[src/common/ioBusPkg.sv]
`default_nettype none

package ioBusPkg;

    ////////////////////
    // Bus geometry
    ////////////////////

    // Address and data share one width
    localparam int busWidth = 32;

    ////////////////////
    // Device map
    ////////////////////

    localparam logic [busWidth-1:0] ledAddr    = 32'hFFFF_FC60;
    localparam logic [busWidth-1:0] switchAddr = 32'hFFFF_FC70;
    localparam logic [busWidth-1:0] segAddr    = 32'hFFFF_FC80;

    ////////////////////
    // Bus records
    ////////////////////

    // One request as issued by the core side
    typedef struct packed {
        logic [busWidth-1:0] addr;
        logic [busWidth-1:0] wdata;
        logic                we;
    } ioReq;

    // Write strobe plus data for a single device
    typedef struct packed {
        logic                we;
        logic [busWidth-1:0] data;
    } regWrite;

endpackage

`default_nettype wire

[src/common/displayPkg.sv]
`default_nettype none

package displayPkg;

    ////////////////////
    // Scan timing
    ////////////////////

    localparam int digitCount = 8;
    localparam int digitWidth = $clog2(digitCount);

    // Cycles each digit stays lit, kept small for short runs
    localparam int scanDivider = 4;
    localparam int scanWidth   = $clog2(scanDivider);

    ////////////////////
    // Hex font
    ////////////////////

    // Active low cathodes, gfedcba, entry 15 first
    localparam logic [15:0][6:0] segFont = {
        7'h0E,  // F
        7'h06,  // E
        7'h21,  // d
        7'h46,  // C
        7'h03,  // b
        7'h08,  // A
        7'h10,  // 9
        7'h00,  // 8
        7'h78,  // 7
        7'h02,  // 6
        7'h12,  // 5
        7'h19,  // 4
        7'h30,  // 3
        7'h24,  // 2
        7'h79,  // 1
        7'h40   // 0
    };

endpackage

`default_nettype wire

[src/verilog/peripheralConnector.sv]
`default_nettype none

module peripheralConnector
    import ioBusPkg::*;
(
    input  ioReq                bus,
    input  logic [15:0]         SW,
    input  logic [15:0]         ledValue,
    input  logic [31:0]         segValue,
    output logic [busWidth-1:0] rdata,
    output regWrite             ledWrite,
    output regWrite             segWrite
);

    logic ledHit;
    logic segHit;

    ////////////////////
    // Write decode
    ////////////////////

    assign ledHit = (bus.addr == ledAddr);
    assign segHit = (bus.addr == segAddr);

    // Switch address and unmapped space get no strobe
    assign ledWrite.we   = bus.we && ledHit;
    assign ledWrite.data = bus.wdata;

    assign segWrite.we   = bus.we && segHit;
    assign segWrite.data = bus.wdata;

    ////////////////////
    // Read mux
    ////////////////////

    always_comb begin
        case (bus.addr)
            switchAddr: rdata = busWidth'(SW);
            ledAddr:    rdata = busWidth'(ledValue);
            segAddr:    rdata = segValue;
            default:    rdata = '0;
        endcase
    end

endmodule

`default_nettype wire

[src/verilog/ledDriver.sv]
`default_nettype none

module ledDriver
    import ioBusPkg::*;
(
    input  logic        CLK,
    input  logic        rstN,
    input  regWrite     ledWrite,
    output logic [15:0] LED
);

    logic [15:0] ledReg;

    // Only the low half of the bus word reaches the LEDs
    always_ff @(posedge CLK) begin
        if (!rstN) begin
            ledReg <= '0;
        end else if (ledWrite.we) begin
            ledReg <= ledWrite.data[15:0];
        end
    end

    assign LED = ledReg;

endmodule

`default_nettype wire

[src/segment/segmentDriver.sv]
`default_nettype none

module segmentDriver
    import ioBusPkg::*;
(
    input  logic                CLK,
    input  logic                rstN,
    input  regWrite             segWrite,
    output logic [busWidth-1:0] segValue
);

    logic [busWidth-1:0] segReg;

    ////////////////////
    // Display word
    ////////////////////

    // Eight hex digits, digit 0 in the low nibble
    always_ff @(posedge CLK) begin
        if (!rstN) begin
            segReg <= '0;
        end else if (segWrite.we) begin
            segReg <= segWrite.data;
        end
    end

    assign segValue = segReg;

endmodule

`default_nettype wire

[src/segment/segmentScanner.sv]
`default_nettype none

module segmentScanner
    import displayPkg::*;
(
    input  logic                  CLK,
    input  logic                  rstN,
    input  logic [31:0]           segValue,
    output logic [digitCount-1:0] anode,
    output logic [6:0]            cathode
);

    localparam logic [scanWidth-1:0] scanLast = scanWidth'(scanDivider - 1);

    logic [scanWidth-1:0]  scanCnt;
    logic [digitWidth-1:0] digitIdx;
    logic [3:0]            nibble;

    ////////////////////
    // Scan divider
    ////////////////////

    always_ff @(posedge CLK) begin
        if (!rstN) begin
            scanCnt <= '0;
        end else if (scanCnt == scanLast) begin
            scanCnt <= '0;
        end else begin
            scanCnt <= scanCnt + 1'b1;
        end
    end

    ////////////////////
    // Digit counter
    ////////////////////

    // Steps once per divider wrap, 7 rolls over to 0
    always_ff @(posedge CLK) begin
        if (!rstN) begin
            digitIdx <= '0;
        end else if (scanCnt == scanLast) begin
            digitIdx <= digitIdx + 1'b1;
        end
    end

    ////////////////////
    // Digit outputs
    ////////////////////

    // Nibble for the digit under the counter
    assign nibble = segValue[digitIdx * 4 +: 4];

    // Anode and cathode share one register stage
    always_ff @(posedge CLK) begin
        if (!rstN) begin
            anode   <= ~digitCount'(1);
            // Display word is zero after reset as well
            cathode <= segFont[0];
        end else begin
            anode   <= ~(digitCount'(1) << digitIdx);
            cathode <= segFont[nibble];
        end
    end

    // Lit digit only ever moves up one place
    assert property (
        @(posedge CLK) disable iff (!rstN)
        $changed(anode) |->
            (anode == {$past(anode[digitCount-2:0]), $past(anode[digitCount-1])})
    ) else $error("anode did not step to the next digit");

endmodule

`default_nettype wire

[src/verilog/peripheralTop.sv]
`default_nettype none

module peripheralTop
    import ioBusPkg::*;
    import displayPkg::*;
(
    input  logic                  CLK,
    input  logic                  rstN,
    input  ioReq                  bus,
    output logic [busWidth-1:0]   rdata,
    input  logic [15:0]           SW,
    output logic [15:0]           LED,
    output logic [digitCount-1:0] SevenSegAn,
    output logic [6:0]            SevenSegCat
);

    regWrite             ledWrite;
    regWrite             segWrite;
    logic [15:0]         ledValue;
    logic [busWidth-1:0] segValue;

    peripheralConnector peripheralConnector (
        .bus      (bus),
        .SW       (SW),
        .ledValue (ledValue),
        .segValue (segValue),
        .rdata    (rdata),
        .ledWrite (ledWrite),
        .segWrite (segWrite)
    );

    ////////////////////
    // Peripherals
    ////////////////////

    ledDriver ledDriver (
        .CLK      (CLK),
        .rstN     (rstN),
        .ledWrite (ledWrite),
        .LED      (ledValue)
    );

    // LED register also feeds readback
    assign LED = ledValue;

    segmentDriver segmentDriver (
        .CLK      (CLK),
        .rstN     (rstN),
        .segWrite (segWrite),
        .segValue (segValue)
    );

    segmentScanner segmentScanner (
        .CLK      (CLK),
        .rstN     (rstN),
        .segValue (segValue),
        .anode    (SevenSegAn),
        .cathode  (SevenSegCat)
    );

endmodule

`default_nettype wire

[config.mk]
export PLATFORM = sky130hd
export DESIGN_NAME = peripheralTop
export DESIGN_NICKNAME = d
export VERILOG_FILES = /design/src/common/ioBusPkg.sv /design/src/common/displayPkg.sv /design/src/verilog/peripheralConnector.sv /design/src/verilog/ledDriver.sv /design/src/segment/segmentDriver.sv /design/src/segment/segmentScanner.sv /design/src/verilog/peripheralTop.sv
export SDC_FILE = /design/constraint.sdc
export NUM_CORES = 1
export LEC_CHECK = 0
export BUFFER_PORTS_ARGS = -buffer_cell sky130_fd_sc_hd__buf_2
export CAP_MARGIN = 25
export CORE_ASPECT_RATIO = 1.75
export CORE_MARGIN = 3
export CORE_UTILIZATION = 40
export CTS_CLUSTER_DIAMETER = 80
export DETAILED_ROUTE_END_ITERATION = 12
export GPL_ROUTABILITY_DRIVEN = 0
export PLACE_DENSITY = 0.68
export SYNTH_ARGS = -nofsm -noshare
export SYNTH_HDL_FRONTEND = slang
export SYNTH_SLANG_ARGS = --single-unit
export TNS_END_PERCENT = 100
[constraint.sdc]
create_clock -name CLK -period 3.1 [get_ports CLK]
set_input_delay 0.62 -clock CLK [delete_from_list [all_inputs] [get_ports CLK]]
set_output_delay 0.62 -clock CLK [all_outputs]
set_load 0.02 [all_outputs]
Word level (Yosys, flattened, before mapping) --
Memories as Yosys holds them, arrays and structs flattened. A register that Yosys moved wholly into a read port is not among the register bits. Index checks and enable logic that the tools add are counted.
Cells by class: add/subtract/negate cells 2, multiply operators 0, div/mod/pow operators 0, $lt $le $gt $ge 0, equal/unequal tests 4, shift operators 2, mux-type cells 1, bitwise gates (word level) 2, reductions and logical operators 4
Operators by type and width (count):
- equality test 32 bit (second input constant) | 3
- case mux 32 bit (3 select lines) | 1
- indexed part select 32 x 6 -> 4 bit | 1
- inverter 8 bit | 1
- << shifter 1 x 3 -> 8 bit (first input constant) | 1
- adder 3 x 1 -> 3 bit (second input constant) | 1
- adder 2 x 1 -> 2 bit (second input constant) | 1
- equality test 2 bit (second input constant) | 1
- logical AND 1 bit | 2
- OR reduction 2 bit | 1
- logical NOT 1 bit | 1
- inverter 1 bit | 1
Word-level totals: flip-flop bits (word level) 61, bits in latches 0, bits in writable memories 0, memory bits (read-only) 112, word-level logic and storage cells 21, memories 1
Memory list:
- (no name shown) | words 16, width 7, rd ports 1, clocked after memory_dff 1, write ports 0, line segmentScanner.sv:61 | cathode <= segFont[nibble];

Logic depth before layout (Yosys ltp) --
depth after elaboration 2, mapped depth 8, gate-level depth less buffers 7

Hierarchy --
A second synthesis with hierarchy kept.
Unflattened totals: cell total of the unflattened synthesis 441, area total of the unflattened synthesis 4351.7 um^2
Modules (own cells, without submodules):
- peripheralConnector | times used 1, cells an instance 171, area each 1286.2 um^2
- segmentDriver | times used 1, cells an instance 103, area each 1243.7 um^2
- segmentScanner | times used 1, cells an instance 116, area each 1206.2 um^2
- ledDriver | times used 1, cells an instance 51, area each 615.6 um^2

Least setup slack after synthesis --
Ideal clock, no wire load.
path kind input -> output, start input bus[41] in the netlist's numbering, end output rdata[3], arrival 2330 ps, path slack 150 ps, cell stages on the path 6, buffers on the path 1, cells stage by stage nand4b_1 > or4_4 > nor4_2 > buf_2 > a222oi_1 > inv_1
Between the ends: cells in the longest elaborated chain, start to end 2, elaborated cells on any way between the ends 4, classes of those cells 3 x eq/ne; 1 x mux
Ends and longest elaborated chain:
- start, declared | line peripheralTop.sv:9 | input ioReq bus,
- equality test 32 bit | line peripheralConnector.sv:37 | case (bus.addr)
- case mux 32 bit (3 select lines) * | line peripheralConnector.sv:37
- end, declared | line peripheralTop.sv:10 | output logic [busWidth-1:0] rdata,
Every way passes the cells marked *; elsewhere a longest branch is shown, timed or not.

Final worst setup path --
start input bus[41] in the netlist's numbering, end output rdata[4]
The elaborated chain is that of the path after synthesis.

==> qor.yml <==
logic_synthesis:
  yosys.area.top_type: "dfxtp_1"
  synth.most_common_cell: "nand2_1"
  ys_seq_area_frac: 0.397
  synth-main-ff-cell: "dfxtp_1"
  syn-num-nets: 481
  synth-edff-count: 0
  synth_common_cells: "nand2_1 (90), dfxtp_1 (68), a21boi_0 (35)"
  syn_area_um2: 3430
  synth_cell_types: 42
  synthTopCellsByArea: "dfxtp_1 (40%), nand2_1 (9.8%), a21boi_0 (7.7%)"
  synthCells: 385
  yosys_register_bits: 68
  ys_warn_count: 0
  async_flop_share: 0
  avgSynthCellArea_um2: 8.92
  synth_top_cell_area_share: 0.397
power:
  power_leakage_nw: 2.23
  ir_worst_vdd_mv: 0.311
  total_power_mw: 2.02
  power_density_nw_per_um2: 437
clock_tree:
  insertion_delay_ns: 0.33
  cts_max_path_buffers: 2
  cts_resized: 0
  cts_setup_buffers: 0
  tritoncts: "done"
  cts_inserted_buffers: 9
  cts_sinks: 68
  cts_hold_buf: 0
  ctsRootBufferMaster: "clkbuf_16"
  clk_pin_slew_ns: 0.05
  h-tree-depth: 3
layout:
  nFillCells: 768
  areaGrowthSynthToFinish_pct: 35.0
  antenna_cells: 0
  multiInputGateArea_um2: 1870
  fin_nets: 624
  finalNonFillerCells: 648
  ff_latch_area_um2: 1360
  final_util: 0.558
  final_cell_area_um2: 4640
  drive_above_1_share: 0.377
grt:
  grt_pass1_vias: 3210
  antenna_found_initial: 0
  grt_remaining_overflow: 0
  grt_pass1_wl_um: 14900
  grtUsageTotal: 0.192
  grt_max_degree: 45
die:
  die_h_um: 129
  design.die.area_um2: 9780
  initial_core_util: 0.413
  rows: 44
  die_x_um: 76.0
  core_um2: 8310
  io_pins: 146
critical_path:
  cp_cell_sequence: "buf_2 -> nand4b_1 -> or4_4 -> nor4_4 -> buf_4 -> a222oi_1 -> inv_1 -> buf_2"
  cpLargestDelayFamily: "simple AND/OR/NAND/NOR gates"
  cpMostUsedCell: "buf_2"
  startpoint: "bus[41]"
  worstSetupEndpointType: "output port"
  cp_slowest_cell: "or4_4"
  worst-path-stages: 8
  worstPathMaxFanout: 13
  critPathLaunchType: "primary input"
  reg2regPathDepth: 8
  cp.arrival_ns: 2.40
  r2r_slack_ns: 0.70
  rr_startpoint: "segmentScanner.digitIdx[0]$_SDFFE_PN0P_"
  r2r-end: "segmentScanner.cathode[2]$_SDFF_PN0_"
  path_class: "primary input to output port"
  cp_num_buf_inv: 4
  cpPeakStageDelay_ns: 0.62
  cp.required_ns: 2.48
route:
  met1Wirelength_um: 3370
  wl_per_cell_um: 14.5
  dr.pass1.iters: 6
  wl_met3_um: 533
  dr.max_layer_used: "met4"
  met2_wirelength_um: 5170
  vias: 3277
  drc: 0
  drtAntennaViolNets: 0
  initialDrtViolationCount: 153
  via_per_inst: 5.06
  drt_wl_total_um: 9390
min_path:
  whs_path_depth: 1
  hold_start: "segmentScanner.scanCnt[0]$_SDFF_PP0_"
  whs_endpoint: "segmentScanner.scanCnt[0]$_SDFF_PP0_"
  hp-class: "flip-flop to flip-flop"
sta:
  finalHoldViolCount: 0
  layout_min_cycle_time_ns: 3.02
  worst_slew_pin_slew_ns: 0.658
  finalClockSkew_ns: 0.00565
  setup_ws_ns: 0.0841
  rsz0062_at_grt: "true"
  setup_violations: 0
  slew_headroom: 0.561
  finalCritPeriodShare: 0.973
  fmax_mhz: 332
  final_max_slew_viol_count: 0
place:
  portBuffers: 145
  dp_slack_ns: 0.0701
  dpl_cell_area_um2: 4330
  dp_cells: 632
  place_hpwl_um: 7250
outcome:
  status: "finished clean"
flow_run:
  drv_cap: 0
[worst max-delay path by stage]
| stage | endpoint | slack [ns] |
|---|---|---|
| after floorplan | rdata[3] | 0.15 |
| after global placement | rdata[30] | 0.09 |
| after detailed placement | rdata[7] | 0.07 |
| after CTS | rdata[7] | 0.07 |
| after global routing | rdata[0] | -0.02 |
| final | rdata[4] | 0.08 |
[layer usage]
metal / track usage / vias up
li1: - / 1645
met4: 0.106 / 0
met2: 0.359 / 104
met5: 0 / -
met1: 0.195 / 1507
met3: 0.0483 / 21
[power by group]
part | switching, mW | internal (mW)
combinational | 0.0574 | 0.0642
clock | 0.354 | 0.659
sequential | 0.00716 | 0.882
total | 0.418 | 1.61
[stage by stage]
| step | setup TNS [ns] | hold slack, ns |
|---|---|---|
| after floorplan | 0 | 0.403 |
| after global placement | 0 | 0.413 |
| after detailed placement | 0 | 0.432 |
| after CTS | 0 | 0.442 |
| after global routing | -0.0813 | 0.466 |
| final | 0 | 0.445 |
[cell usage in the layout (no fill, tap or decap), types with 3 or more instances in the layout]
| cell type | instances |
|---|---|
| buf_4 | 14 |
| inv_1 | 21 |
| nor4_4 | 3 |
| mux4_2 | 8 |
| clkinv_2 | 4 |
| dfxtp_1 | 68 |
| and2_1 | 19 |
| clkbuf_16 | 9 |
| ha_1 | 13 |
| o21ai_1 | 6 |
| mux2i_1 | 9 |
| o21ai_2 | 10 |
| a222oi_1 | 16 |
| buf_2 | 145 |
| nand4_1 | 3 |
| nand3_1 | 23 |
| nor2b_1 | 4 |
| a21boi_0 | 35 |
| nand2_1 | 90 |
[cell type report]
type                       instances  area share
tap                              115      0.0310
inverter                          22      0.0178
timing repair buffer             161       0.188
sequential                        68       0.294
clock inverter                     5      0.0108
multi-input combinational        266       0.404
clock buffer                      11      0.0545
[sequential cells by signal, indices dropped and copies added, names as in the netlist]
signal / cells
ledDriver.LED: 16
segmentDriver.segValue: 32
segmentScanner.digitIdx: 3
segmentScanner.scanCnt: 2
segmentScanner.anode: 8
segmentScanner.cathode: 7
[worst reg2reg max path, delay by kind of cell, from the launching register on]
family                   cells  cell delay (ns)
multiplexers                 2             0.45
AND/OR/NAND/NOR              1             0.37
adder cells (fa/ha/maj)      1             0.26
flip-flops                   1             0.57
buffers and inverters        3             0.49
AO/OA/AOI/OAI                1             0.18
[logic make-up after synthesis]
family | after synthesis | synth area share
AO/OA/AOI/OAI | 75 | 0.177
XOR/XNOR | 2 | 0.00510
AND/OR/NAND/NOR | 158 | 0.227
buffers and inverters | 51 | 0.0652
multiplexers | 18 | 0.0820
flip-flops | 68 | 0.397
adder cells (fa/ha/maj) | 13 | 0.0474
(Power assumes the default switching activity.)
